### src/sniff_consts.svh
// packet sniffer constants
// word widths, input FIFO sizing and IPv4 header field values

`ifndef SNIFF_CONSTS_SVH
`define SNIFF_CONSTS_SVH

////////////////////////////////////////
// stream word widths
////////////////////////////////////////
`define SNIFF_DATA_W     64
`define SNIFF_CTRL_W     8

////////////////////////////////////////
// input FIFO
////////////////////////////////////////
// depth is a power of two so the pointers wrap on their own
`define SNIFF_FIFO_AW    3
`define SNIFF_FIFO_DEPTH (1 << `SNIFF_FIFO_AW)
// leaves two words of slack for the source
`define SNIFF_FIFO_NEAR  6

////////////////////////////////////////
// counters and header fields
////////////////////////////////////////
`define SNIFF_CNT_W      32
`define SNIFF_IP_W       32
`define SNIFF_PORT_W     16
`define SNIFF_IPV4_VER   4'd4

`endif

### src/sniff_pkg.sv
// packet sniffer types
// protocol numbers, parser states and the captured TCP flow

`include "sniff_consts.svh"

package sniff_pkg;

   ////////////////////////////////////////
   // IP protocol field
   ////////////////////////////////////////
   // only the protocols that get their own counter
   typedef enum logic [7:0] {
      icmp = 8'd1,
      tcp  = 8'd6,
      udp  = 8'd17,
      sctp = 8'd132
   } ip_proto_t;

   ////////////////////////////////////////
   // parser FSM
   ////////////////////////////////////////
   typedef enum logic [2:0] {
      skip_hdr,     // module headers, waiting for word 1
      word2_ver,    // IP version check
      word3_proto,  // protocol and total length
      word4_ip,     // source IP, upper destination IP
      word5_port,   // ports and upper sequence half
      payload       // rest of packet until control goes nonzero
   } parse_state_t;

   ////////////////////////////////////////
   // TCP flow identity, 128 bits
   ////////////////////////////////////////
   typedef struct packed {
      logic [`SNIFF_IP_W-1:0]   src_ip;
      logic [`SNIFF_IP_W-1:0]   dst_ip;
      logic [`SNIFF_PORT_W-1:0] src_port;
      logic [`SNIFF_PORT_W-1:0] dst_port;
      logic [`SNIFF_PORT_W-1:0] length;
      logic [`SNIFF_PORT_W-1:0] seq_hi;
   } tcp_flow_t;

endpackage

### src/parse_event_if.sv
// parse event bundle
// one-cycle pulses from the header parser to the statistics block

`timescale 1ns/10ps

interface parse_event_if;

   // first zero-control word of a packet accepted
   logic                 pkt_start;
   // word 3 of an IPv4 packet accepted, proto is valid
   logic                 proto_valid;
   sniff_pkg::ip_proto_t proto;
   // word 5 of a TCP packet accepted
   logic                 flow_done;

   modport parser (
      output pkt_start,
      output proto_valid,
      output proto,
      output flow_done
   );

   modport stats (
      input pkt_start,
      input proto_valid,
      input proto,
      input flow_done
   );

endinterface

### src/pkt_fifo.sv
// input FIFO for data and control words
// fall-through head, fill count and nearly-full flag

`timescale 1ns/10ps
`include "sniff_consts.svh"

module pkt_fifo (
   input  logic                     clk,
   input  logic                     reset,
   input  logic [`SNIFF_DATA_W-1:0] din_data,
   input  logic [`SNIFF_CTRL_W-1:0] din_ctrl,
   input  logic                     wr_en,
   input  logic                     rd_en,
   output logic [`SNIFF_DATA_W-1:0] dout_data,
   output logic [`SNIFF_CTRL_W-1:0] dout_ctrl,
   output logic                     empty,
   output logic                     nearly_full
);

   logic [`SNIFF_DATA_W-1:0]  data_mem [`SNIFF_FIFO_DEPTH];
   logic [`SNIFF_CTRL_W-1:0]  ctrl_mem [`SNIFF_FIFO_DEPTH];
   logic [`SNIFF_FIFO_AW-1:0] wr_ptr;
   logic [`SNIFF_FIFO_AW-1:0] rd_ptr;
   logic [`SNIFF_FIFO_AW:0]   fill;
   logic                      full;
   logic                      do_wr;
   logic                      do_rd;

   assign full        = (fill == (`SNIFF_FIFO_AW+1)'(`SNIFF_FIFO_DEPTH));
   assign empty       = (fill == '0);
   assign nearly_full = (fill >= (`SNIFF_FIFO_AW+1)'(`SNIFF_FIFO_NEAR));

   assign do_wr = wr_en && !full;
   assign do_rd = rd_en && !empty;

   // head word shows without read latency
   assign dout_data = data_mem[rd_ptr];
   assign dout_ctrl = ctrl_mem[rd_ptr];

   ////////////////////////////////////////
   // storage
   ////////////////////////////////////////
   always_ff @(posedge clk) begin
      if (do_wr) begin
         data_mem[wr_ptr] <= din_data;
         ctrl_mem[wr_ptr] <= din_ctrl;
      end
   end

   ////////////////////////////////////////
   // pointers and fill level
   ////////////////////////////////////////
   always_ff @(posedge clk) begin
      if (reset) begin
         wr_ptr <= '0;
         rd_ptr <= '0;
         fill   <= '0;
      end else begin
         if (do_wr) begin
            wr_ptr <= wr_ptr + 1'b1;
         end
         if (do_rd) begin
            rd_ptr <= rd_ptr + 1'b1;
         end
         // simultaneous read and write keeps the level
         if (do_wr && !do_rd) begin
            fill <= fill + 1'b1;
         end else if (do_rd && !do_wr) begin
            fill <= fill - 1'b1;
         end
      end
   end

   // source must honour in_rdy, sink must check empty
   a_no_overflow: assert property (@(posedge clk) disable iff (reset)
      wr_en |-> !full);

   a_no_underflow: assert property (@(posedge clk) disable iff (reset)
      rd_en |-> !empty);

endmodule

### src/hdr_parser.sv
// packet header parser
// passes the stream through, classifies IPv4 protocols, captures TCP flows

`timescale 1ns/10ps
`include "sniff_consts.svh"

module hdr_parser (
   input  logic                     clk,
   input  logic                     reset,
   input  logic [`SNIFF_DATA_W-1:0] head_data,
   input  logic [`SNIFF_CTRL_W-1:0] head_ctrl,
   input  logic                     fifo_empty,
   output logic                     fifo_rd,
   output logic [`SNIFF_DATA_W-1:0] out_data,
   output logic [`SNIFF_CTRL_W-1:0] out_ctrl,
   output logic                     out_wr,
   input  logic                     out_rdy,
   parse_event_if.parser            ev,
   output sniff_pkg::tcp_flow_t     flow,
   output logic                     flow_valid
);

   sniff_pkg::parse_state_t   state;
   sniff_pkg::parse_state_t   state_next;
   sniff_pkg::ip_proto_t      head_proto;
   logic                      accept;
   logic                      take_start;
   logic                      take_proto;
   logic                      take_word4;
   logic                      take_word5;

   // fields seen before word 5, held until the flow is complete
   logic [`SNIFF_PORT_W-1:0]  len_q;
   logic [`SNIFF_IP_W-1:0]    src_ip_q;
   logic [`SNIFF_PORT_W-1:0]  dst_hi_q;

   ////////////////////////////////////////
   // pass-through
   ////////////////////////////////////////
   assign accept   = !fifo_empty && out_rdy;
   assign out_wr   = accept;
   assign fifo_rd  = accept;
   assign out_data = head_data;
   assign out_ctrl = head_ctrl;

   assign head_proto = sniff_pkg::ip_proto_t'(head_data[7:0]);

   assign take_start = accept && (state == sniff_pkg::skip_hdr) && (head_ctrl == '0);
   assign take_proto = accept && (state == sniff_pkg::word3_proto);
   assign take_word4 = accept && (state == sniff_pkg::word4_ip);
   assign take_word5 = accept && (state == sniff_pkg::word5_port);

   // events for the statistics block
   assign ev.pkt_start   = take_start;
   assign ev.proto_valid = take_proto;
   assign ev.proto       = head_proto;
   assign ev.flow_done   = take_word5;

   ////////////////////////////////////////
   // FSM
   ////////////////////////////////////////
   always_comb begin
      state_next = state;
      if (accept) begin
         case (state)
            sniff_pkg::skip_hdr: begin
               if (head_ctrl == '0) begin
                  state_next = sniff_pkg::word2_ver;
               end
            end
            sniff_pkg::word2_ver: begin
               if (head_data[15:12] == `SNIFF_IPV4_VER) begin
                  state_next = sniff_pkg::word3_proto;
               end else begin
                  state_next = sniff_pkg::payload;
               end
            end
            sniff_pkg::word3_proto: begin
               // only TCP carries on into the flow words
               if (head_proto == sniff_pkg::tcp) begin
                  state_next = sniff_pkg::word4_ip;
               end else begin
                  state_next = sniff_pkg::payload;
               end
            end
            sniff_pkg::word4_ip: begin
               state_next = sniff_pkg::word5_port;
            end
            sniff_pkg::word5_port: begin
               state_next = sniff_pkg::payload;
            end
            sniff_pkg::payload: begin
               // nonzero control marks the last word
               if (head_ctrl != '0) begin
                  state_next = sniff_pkg::skip_hdr;
               end
            end
            default: begin
               state_next = sniff_pkg::skip_hdr;
            end
         endcase
      end
   end

   always_ff @(posedge clk) begin
      if (reset) begin
         state <= sniff_pkg::skip_hdr;
      end else begin
         state <= state_next;
      end
   end

   ////////////////////////////////////////
   // flow capture
   ////////////////////////////////////////
   always_ff @(posedge clk) begin
      if (take_proto) begin
         len_q <= head_data[63:48];
      end
      if (take_word4) begin
         src_ip_q <= head_data[47:16];
         dst_hi_q <= head_data[15:0];
      end
   end

   // whole flow changes at once on word 5
   always_ff @(posedge clk) begin
      if (reset) begin
         flow       <= '0;
         flow_valid <= 1'b0;
      end else begin
         flow_valid <= take_word5;
         if (take_word5) begin
            flow.src_ip   <= src_ip_q;
            flow.dst_ip   <= {dst_hi_q, head_data[63:48]};
            flow.src_port <= head_data[47:32];
            flow.dst_port <= head_data[31:16];
            flow.length   <= len_q;
            flow.seq_hi   <= head_data[15:0];
         end
      end
   end

   a_evt_excl: assert property (@(posedge clk) disable iff (reset)
      !(ev.proto_valid && ev.pkt_start));

endmodule

### src/proto_stats.sv
// per-protocol packet statistics
// counts packets and IPv4 protocols from parser events

`timescale 1ns/10ps
`include "sniff_consts.svh"

module proto_stats (
   input  logic                    clk,
   input  logic                    reset,
   parse_event_if.stats            ev,
   output logic [`SNIFF_CNT_W-1:0] pkt_count,
   output logic [`SNIFF_CNT_W-1:0] tcp_count,
   output logic [`SNIFF_CNT_W-1:0] udp_count,
   output logic [`SNIFF_CNT_W-1:0] icmp_count,
   output logic [`SNIFF_CNT_W-1:0] sctp_count
);

   ////////////////////////////////////////
   // counters
   ////////////////////////////////////////
   // all counters wrap at full width
   always_ff @(posedge clk) begin
      if (reset) begin
         pkt_count  <= '0;
         tcp_count  <= '0;
         udp_count  <= '0;
         icmp_count <= '0;
         sctp_count <= '0;
      end else begin
         if (ev.pkt_start) begin
            pkt_count <= pkt_count + 1'b1;
         end
         if (ev.proto_valid) begin
            case (ev.proto)
               sniff_pkg::tcp: begin
                  tcp_count <= tcp_count + 1'b1;
               end
               sniff_pkg::udp: begin
                  udp_count <= udp_count + 1'b1;
               end
               sniff_pkg::icmp: begin
                  icmp_count <= icmp_count + 1'b1;
               end
               sniff_pkg::sctp: begin
                  sctp_count <= sctp_count + 1'b1;
               end
               default: begin
                  // unknown protocol, no counter
               end
            endcase
         end
      end
   end

   // each event belongs to a different packet word
   a_flow_alone: assert property (@(posedge clk) disable iff (reset)
      ev.flow_done |-> !ev.pkt_start && !ev.proto_valid);

endmodule

### src/pkt_sniffer.sv
// packet sniffer top level
// input FIFO, header parser and protocol statistics on plain ports

`timescale 1ns/10ps
`include "sniff_consts.svh"

module pkt_sniffer (
   input  logic                     clk,
   input  logic                     reset,
   // input stream
   input  logic [`SNIFF_DATA_W-1:0] in_data,
   input  logic [`SNIFF_CTRL_W-1:0] in_ctrl,
   input  logic                     in_wr,
   output logic                     in_rdy,
   // output stream
   output logic [`SNIFF_DATA_W-1:0] out_data,
   output logic [`SNIFF_CTRL_W-1:0] out_ctrl,
   output logic                     out_wr,
   input  logic                     out_rdy,
   // statistics
   output logic [`SNIFF_CNT_W-1:0]  pkt_count,
   output logic [`SNIFF_CNT_W-1:0]  tcp_count,
   output logic [`SNIFF_CNT_W-1:0]  udp_count,
   output logic [`SNIFF_CNT_W-1:0]  icmp_count,
   output logic [`SNIFF_CNT_W-1:0]  sctp_count,
   // last TCP flow
   output logic [`SNIFF_IP_W-1:0]   flow_src_ip,
   output logic [`SNIFF_IP_W-1:0]   flow_dst_ip,
   output logic [`SNIFF_PORT_W-1:0] flow_src_port,
   output logic [`SNIFF_PORT_W-1:0] flow_dst_port,
   output logic [`SNIFF_PORT_W-1:0] flow_length,
   output logic [`SNIFF_PORT_W-1:0] flow_seq_hi,
   output logic                     flow_valid
);

   logic [`SNIFF_DATA_W-1:0] head_data;
   logic [`SNIFF_CTRL_W-1:0] head_ctrl;
   logic                     fifo_empty;
   logic                     fifo_rd;
   logic                     fifo_nearly_full;
   sniff_pkg::tcp_flow_t     flow;

   parse_event_if ev_if ();

   assign in_rdy = !fifo_nearly_full;

   pkt_fifo fifo0 (
      .clk         (clk),
      .reset       (reset),
      .din_data    (in_data),
      .din_ctrl    (in_ctrl),
      .wr_en       (in_wr),
      .rd_en       (fifo_rd),
      .dout_data   (head_data),
      .dout_ctrl   (head_ctrl),
      .empty       (fifo_empty),
      .nearly_full (fifo_nearly_full)
   );

   hdr_parser parser0 (
      .clk        (clk),
      .reset      (reset),
      .head_data  (head_data),
      .head_ctrl  (head_ctrl),
      .fifo_empty (fifo_empty),
      .fifo_rd    (fifo_rd),
      .out_data   (out_data),
      .out_ctrl   (out_ctrl),
      .out_wr     (out_wr),
      .out_rdy    (out_rdy),
      .ev         (ev_if.parser),
      .flow       (flow),
      .flow_valid (flow_valid)
   );

   proto_stats stats0 (
      .clk        (clk),
      .reset      (reset),
      .ev         (ev_if.stats),
      .pkt_count  (pkt_count),
      .tcp_count  (tcp_count),
      .udp_count  (udp_count),
      .icmp_count (icmp_count),
      .sctp_count (sctp_count)
   );

   // flow struct onto plain ports
   assign flow_src_ip   = flow.src_ip;
   assign flow_dst_ip   = flow.dst_ip;
   assign flow_src_port = flow.src_port;
   assign flow_dst_port = flow.dst_port;
   assign flow_length   = flow.length;
   assign flow_seq_hi   = flow.seq_hi;

endmodule

### config.mk
export PLATFORM = sky130hd
export DESIGN_NAME = pkt_sniffer
export DESIGN_NICKNAME = d
export VERILOG_FILES = /design/src/sniff_pkg.sv /design/src/parse_event_if.sv /design/src/pkt_fifo.sv /design/src/hdr_parser.sv /design/src/proto_stats.sv /design/src/pkt_sniffer.sv
export VERILOG_INCLUDE_DIRS = /design/src
export SDC_FILE = /design/constraint.sdc
export NUM_CORES = 1
export LEC_CHECK = 0
export BUFFER_PORTS_ARGS = -buffer_cell sky130_fd_sc_hd__buf_2
export CORE_MARGIN = 4
export CORE_UTILIZATION = 35
export CTS_CLUSTER_DIAMETER = 120
export DETAILED_ROUTE_END_ITERATION = 8
export PLACE_DENSITY = 0.62
export SLEW_MARGIN = 5
export SYNTH_ARGS = -nofsm -noshare
export SYNTH_HDL_FRONTEND = slang
export SYNTH_SLANG_ARGS = --single-unit
### constraint.sdc
create_clock -name clk -period 14.16 [get_ports clk]
set_input_delay 2.124 -clock clk [delete_from_list [all_inputs] [get_ports clk]]
set_output_delay 2.124 -clock clk [all_outputs]
set_load 0.03 [all_outputs]
==> results of run 1 <==
## cells in the final DEF (no fill, tap or decap), drive strengths merged, types with 16 or more instances in the layout
master / count
nand3: 57
xor2: 29
xnor2: 85
or3: 39
mux4: 139
nor2: 293
inv: 46
a21oi: 107
edfxtp: 640
o21ai: 39
nor3: 116
mux2i: 16
dfxtp: 305
nand2: 222
clkinv: 28
buf: 476
clkbuf: 145
mux2: 84
nor4: 44
nand4: 32
and3: 23
## area by class of cell
cell class                      count  share of cell area
Multi-Input combinational cell   1436               0.245
Timing Repair Buffer              476              0.0571
Clock buffer                      145              0.0640
Inverter                           46             0.00396
Tap cell                         1380              0.0396
Clock inverter                     35             0.00781
Sequential cell                   945               0.582
Antenna cell                       10            0.000574
## registers in the layout, indices dropped and copies added, names as in the netlist, named ones only
name / cells
fifo0.data_mem: 512
parser0.len_q: 16
parser0.flow_valid: 1
fifo0.rd_ptr: 3
parser0.dst_hi_q: 16
stats0.pkt_count: 32
fifo0.wr_ptr: 3
parser0.flow: 128
stats0.icmp_count: 32
stats0.sctp_count: 32
stats0.tcp_count: 32
fifo0.ctrl_mem: 64
fifo0.fill: 4
stats0.udp_count: 32
parser0.state: 3
parser0.src_ip_q: 32
## stage by stage
step	power (mW)	cells	instance area [µm²]
after floorplan	4.16	2564	36700
after global placement	4.55	4283	40400
after detailed placement	4.56	4283	40400
after CTS	7.07	4463	43500
after global routing	7.27	4465	43500
final	6.97	4473	43600
## metal layers
metal  wire [µm]  vias to the layer above  part of all wire
met3        7040                      149             0.073
met1       41700                    11313              0.43
met5          78                        -           0.00080
met4        2530                       12             0.026
met2       45600                      666              0.47
li1            -                    10433                 -
## how the worst max path moves through the flow
stage	end	start	cells past startpoint	slack (ns)
global placement	out_data[13]	flip-flop	6	8.26
floorplan	fifo0.ctrl_mem[1][0]	in_wr	2	3.83
finish	out_data[13]	flip-flop	6	7.69
global route	out_data[13]	flip-flop	6	7.18
CTS	out_data[13]	flip-flop	6	7.43
detailed placement	out_data[13]	flip-flop	6	8.19
## where the power goes
group	switching, mW	internal, mW	leakage [nW]	total (mW)
Combinational	0.821	0.496	5.07	1.32
Sequential	0.0653	3.09	8.26	3.15
Clock	1.06	1.44	1.52	2.50
Total	1.95	5.02	14.9	6.97
## worst register-to-register path: stages (launching register included)
cell     delay [ns]
dfxtp_4        0.58
buf_4          0.69
mux4_2         0.61
mux2_2         0.36
nor4_4         0.39
nand3_1        0.75
or4_4          0.89
or3_1          0.37
a21oi_1        0.14
## cells by family (layout without fill, tap and decap cells)
group | after synthesis | after routing | share of synthesized area
mux | 239 | 239 | 0.116
flops | 945 | 945 | 0.690
compound gates | 185 | 185 | 0.0295
xor+xnor | 114 | 114 | 0.0272
other cells | 0 | 10 | 0
simple gates | 887 | 887 | 0.113
fa+ha+maj | 11 | 11 | 0.00396
buf+inv | 183 | 702 | 0.0205
## synth_stat cells, drive strengths merged, types with 3 or more instances
master / instances / area (µm²)
mux2: 84 / 946
o32a: 4 / 40.0
nand3: 57 / 285
nor4b: 3 / 26.3
clkbuf: 101 / 379
a211oi: 4 / 30.0
mux2i: 16 / 173
nor3b: 3 / 22.5
nor4: 44 / 290
a21oi: 107 / 539
and3: 23 / 144
or2: 4 / 25.0
nand2: 222 / 833
ha: 10 / 125
or4: 8 / 67.6
o22ai: 3 / 18.8
or3: 39 / 244
edfxtp: 640 / 19200
and2: 4 / 25.0
dfxtp: 305 / 6110
nor2b: 12 / 75.1
xnor2: 85 / 744
o31ai: 3 / 22.5
o311ai: 5 / 43.8
buf: 36 / 199
nand2b: 5 / 31.3
nor3: 116 / 581
xor2: 29 / 254
inv: 45 / 169
and4: 15 / 131
mux4: 139 / 3130
nand4: 32 / 200
nor2: 293 / 1100
o21ai: 39 / 195
==> results.md, run 1 <==
- Clock latency reported for the late side of the worst-skew pair: 0.67 ns
- Maximum Capacitance Violations: 0
- Average footprint of a synthesized cell: 14.3 µm²
- Final number of max-transition violations: 0
- Drt wl/cell: 21.7 µm
- Number of sinks driven by the clock tree: 945
- Distinct cells, synth: 64
- Finish-stage setup viols: 0
- Family with the most delay on the worst path: buffers and inverters
- Run status: finished clean
- Die footprint: 0.110 mm²
- Type of the worst min-delay path: reg -> reg
- Worst Reg-to-Reg Cells: 8
- Cell depth of the worst hold path: 2
- Starting Density: 0.354
- Gate count of the mapped netlist: 2564
- Pin count of the biggest net entering global routing: 147
- Number of DRC markers in iteration 0: 1716
- Async set-or-reset flop fraction in the synthesized netlist: 0
- H-tree lvl count: 3
- Layout net count: 3091
- Hold buffer count at CTS: 0
- Min setup slack post-route: 7.69 ns
- Endpoint kind of the worst setup timing path: output pin
- Grt ovf: 0
- Cell Area, Synth: 0.0367 mm²
- Ratio of final minimum period to clock period: 0.457
- Ys Warns: 0
- Count of boundary I/O pins: 439
- Count of port buffers added during placement: 438
- Capture endpoint of the worst hold path: parser0.flow[92]
- Worst stage delay on the critical path: 0.80 ns
- Met3 capacity usage during global routing: 0.0458
- Routed Antenna Nets: 0
- Floorplan die width: 332 µm
- TritonCTS clock tree: built
- Number of gates resized after CTS: 0
- Setup slack of the most critical reg-to-reg path: 9.29 ns
- Clock-pin slew reported for the worst setup and hold paths after clock tree synthesis: 0.06 ns
- Routing layer with the top usage in global route: met2
- RSZ-0062 raised after global routing: no
- Data required time of the worst path: 12.04 ns
- Part of the Yosys area used for sequential elements: 0.690
- Chip Height: 332 µm
- Number of standard-cell rows in the floorplan: 118
- Maximum fanout count along the critical path: 45
- Cell at the root of the clock tree: clkbuf_16
- Beginning of the worst hold path: parser0.flow[92]
- Buffers plus inverters on the worst setup path: 4
- Vias after detailed routing: 22573
- Multi-input logic area: 0.0107 mm²
- R2R Path End: stats0.tcp_count[30]
- Via density per instance: 5.05
- Met1 demand-to-capacity share in global routing: 0.231
- Placer Congestion: 0.807
- Synthesized netlist net count: 2651
- Number of failing hold endpoints at the final stage: 0
- WP data arrival: 4.35 ns
- Clock buffer count from CTS: 99
- Number of flops mapped to enable cells by yosys: 640
- Global router's overall resource usage: 0.172
- Total Routed Length: 96900 µm
- Type of the worst setup path: reg -> out
- Sort of element at the start of the critical path: flip-flop
- Core utilization of the finished layout: 0.420
- Headroom to the max-slew limit: 0.301
- Time the final worst path needs with I/O delays and setup: 6.47 ns
- Critical path cell sequence: buf_4 -> buf_4 -> mux4_2 -> mux2i_1 -> inv_1 -> buf_2
- Most numerous cell on the critical path: buf_4
- Leakage Power: 14.9 nW
- Max Clk Rate: 0.154 GHz
- Setup slack at placement: 8.19 ns
- FF+latch area: 0.0253 mm²
- Most instantiated flip-flop cell in the synthesis netlist: edfxtp_1
- Filler instances: 9438
- Number of remaining DRC errors: 0
- Initial antenna violation count: 18
- Estimated wirelength of the detail-placed design: 62000 µm
- Worst path slowest cell: buf_4
- Post-CTS Setup Inserts: 0
- First-pass GRT wire length: 145000 µm
- Maximum number of buffers from clock root to sink: 3
- Seq cells post-synth: 945
- Detailed-routing iteration count for the pre-antenna-repair pass: 6
- GR met2 Demand/Resource: 0.279
- Core area: 0.104 mm²
- Worst vdd rail ir drop: 107 µV
- Final-layout setup total negative slack: 0 ns
- Layout Area Growth over Synthesis: 18.7%
- Worst-Margin Slew: 1.05 ns
- Via count of the first global-routing pass: 21893
- Cell Pwr Density: 160 mW/mm²
- Final worst hold slack: 0.452 ns
- Share of cells above drive strength 1: 0.281
- Setup clock skew after layout: 0.0310 ns
Power figures use the tool's default switching activity.
==> run 2, diff against run 1 <==
Settings changed: PLACE_DENSITY 0.62 to 0.63.
Clock period 14.16 ns to 5.6 ns, I/O delays scaled along.
==> run 2 against run 1 <==
Net effect: clock skew is 0.015 ns higher; first-iteration DRC count grew 8.6%; via count rose by 0.58%; core utilization grew 0.42 points; register-to-register slack worse by 8.1 ns; count of clock-buffer cells in the layout fell by 4; sequential cell count is the same; critical path depth shrank 1; global-route usage fell by 0.11 points.
==> results.md, run 2 (same netlist as run 1, synthesis figures left out) <==
- Estimated wirelength of the detail-placed design: 61300 µm (was 62000 µm)
- Count of boundary I/O pins: 439 (unchanged)
- Leakage Power: 15.0 nW (was 14.9 nW)
- Filler instances: 9423 (was 9438)
- Number of gates resized after CTS: 0 (unchanged)
- Worst-Margin Slew: 1.06 ns (was 1.05 ns)
- Maximum number of buffers from clock root to sink: 3 (unchanged)
- Number of flip-flops in the largest register: 512 (unchanged)
- Pin count of the biggest net entering global routing: 150 (was 147)
- Ratio of final minimum period to clock period: 0.894
- Vias after detailed routing: 22705 (was 22573)
- Clock buffer count from CTS: 102 (was 99)
- Floorplan die width: 332 µm (unchanged)
- Power spent charging and discharging nets: 5.04 mW (was 1.95 mW)
- Clock share of power: 0.376 (was 0.359)
- Switching share of power: 0.277 (was 0.279)
- Via density per instance: 5.07 (was 5.05)
- Number of failing hold endpoints at the final stage: 0 (unchanged)
- Maximum Capacitance Violations: 0 (unchanged)
- Worst vdd rail ir drop: 286 µV (was 107 µV)
- Portion of total power attributed to combinational logic: 0.184 (was 0.189)
- Most frequent cells in the layout: edfxtp_1 (640), buf_2 (437), dfxtp_1 (302) (unchanged)
- TritonCTS clock tree: built (unchanged)
- Data required time of the worst path: 4.76 ns (was 12.04 ns)
- Detailed-routing iteration count for the pre-antenna-repair pass: 5 (was 6)
- Multi-input logic area: 0.0107 mm² (about the same)
- Grt ovf: 0 (unchanged)
- Register with the most flip-flops: fifo0.data_mem (unchanged)
- Type of the worst min-delay path: in -> reg (was reg -> reg)
- Total non-filler cell area in the finished layout: 0.0440 mm² (was 0.0436 mm²)
- Worst Reg-to-Reg Cells: 7 (was 8)
- Final number of max-transition violations: 0 (unchanged)
- Cell area after placement: 0.0405 mm² (was 0.0404 mm²)
- Via count of the first global-routing pass: 22556 (was 21893)
- Post-CTS Setup Inserts: 0 (unchanged)
- Number of DRC markers in iteration 0: 1864 (was 1716)
- Placer Congestion: 0.809 (was 0.807)
- Instance count after placement with tap cells included: 4279 (was 4283)
- Headroom to the max-slew limit: 0.294 (was 0.301)
- Cell Pwr Density: 414 mW/mm² (was 160 mW/mm²)
- Number of sinks driven by the clock tree: 945 (unchanged)
- FF+latch area: 0.0253 mm² (unchanged)
- Number of standard-cell rows in the floorplan: 118 (unchanged)
- WP data arrival: 4.16 ns (was 4.35 ns)
- Maximum fanout count along the critical path: 61 (was 45)
- Count of port buffers added during placement: 438 (unchanged)
- Type of the worst setup path: reg -> out (unchanged)
- Clock latency reported for the late side of the worst-skew pair: 0.67 ns (about the same)
- Drt wl/cell: 21.5 µm (was 21.7 µm)
- Setup clock skew after layout: 0.0461 ns (was 0.0310 ns)
- Layout net count: 3090 (was 3091)
- Global router's overall resource usage: 0.171 (was 0.172)
- First-pass GRT wire length: 145000 µm (about the same)
- Number of remaining DRC errors: 0 (unchanged)
- Starting Density: 0.354 (unchanged)
- RSZ-0062 raised after global routing: no (unchanged)
- Total Routed Length: 96200 µm (was 96900 µm)
- Max Clk Rate: 0.200 GHz
- Layout Area Growth over Synthesis: 19.9% (was 18.7%)
- Internal power summed over all cells: 13.2 mW (was 5.02 mW)
- Hold buffer count at CTS: 0 (unchanged)
- Finish-stage setup viols: 0 (unchanged)
- Registers with the most flip-flops: fifo0.data_mem (512), parser0.flow (128), fifo0.ctrl_mem (64) (unchanged)
- Count of placed standard cells in the final layout, fillers left out: 4482 (was 4473)
- Sort of element at the start of the critical path: flip-flop (unchanged)
- Cell depth of the worst hold path: 1 (was 2)
- Endpoint kind of the worst setup timing path: output pin (unchanged)
- Share of cells above drive strength 1: 0.286 (was 0.281)
- Chip Height: 332 µm (unchanged)
- Min setup slack post-route: 0.596 ns (was 7.69 ns)
- Final worst hold slack: 0.436 ns (was 0.452 ns)
- Die footprint: 0.110 mm² (unchanged)
- Setup slack at placement: 1.16 ns (was 8.19 ns)
- Initial antenna violation count: 23 (was 18)
- Time the final worst path needs with I/O delays and setup: 5.00 ns
- H-tree lvl count: 3 (unchanged)
- Run status: finished clean (unchanged)
- Cell at the root of the clock tree: clkbuf_16 (unchanged)
- Commonest non-fill, non-tap cell in the layout: edfxtp_1 (unchanged)
- Flop pwr share: 0.440 (was 0.452)
- Core area: 0.104 mm² (unchanged)
- Routed Antenna Nets: 0 (unchanged)
- Clock-pin slew reported for the worst setup and hold paths after clock tree synthesis: 0.06 ns (about the same)
==> run 2: cell count changes in the layout (fill, tap and decap cells not counted), moves of 4 or more <==
cell	change
bufinv_16	+6
clkbuf_1	-11
buf_12	+7
buf_4	-11
clkbuf_8	+6
clkinv_2	+4
==> run 2: critical path, stage by stage (launching register included) <==
cell and delay (ns):
dfxtp_4 0.73, buf_4 0.65, buf_4 0.79, mux4_2 0.41, mux2_2 0.40, buf_2 0.24
==> run 2: layout make-up <==
type,instances,area share
diodes,10,0.000569
clock buffers,141,0.0658
clock inverters,52,0.0133
inverters,46,0.00392
multi-input cells,1436,0.244
flip-flops and latches,945,0.576
well taps,1380,0.0392
repair buffers,472,0.0578
==> run 2: per-layer routing <==
layer / global-route usage / up-vias / part of all wire
met5: 0 / - / 0.0011
met3: 0.0481 / 145 / 0.071
met1: 0.222 / 11404 / 0.42
met2: 0.285 / 672 / 0.49
li1: - / 10468 / -
met4: 0.0408 / 16 / 0.021
==> run 2: final timing paths <==
kind	from	to	slack, ns
worst max-delay path	flip-flop	out_data[14]	0.60
worst min-delay path	in_data[9]	fifo0.data_mem[3][9]	0.44
worst max register to register	flip-flop	stats0.sctp_count[28]	1.19
worst min register to register	parser0.flow[86]	parser0.flow[86]	0.45
==> run 2: power by group through the flow <==
stage,Sequential [mW],Clock (mW),Combinational [mW]
floorplan,8.05,0,2.44
global placement,8.15,0,3.39
detailed placement,8.16,0,3.41
CTS,8.01,7.04,3.42
global route,8.04,7.35,3.60
finish,8.00,6.84,3.35
==> run 2: metrics by stage <==
stage / total power, mW / util / setup TNS, ns
4_1_cts: 18.5 / 0.424 / 0
3_5_place_dp: 11.6 / 0.390 / 0
3_3_place_gp: 11.5 / 0.390 / 0
6_report: 18.2 / 0.424 / 0
2_1_floorplan: 10.5 / - / -439.66
5_1_grt: 19.0 / 0.424 / 0
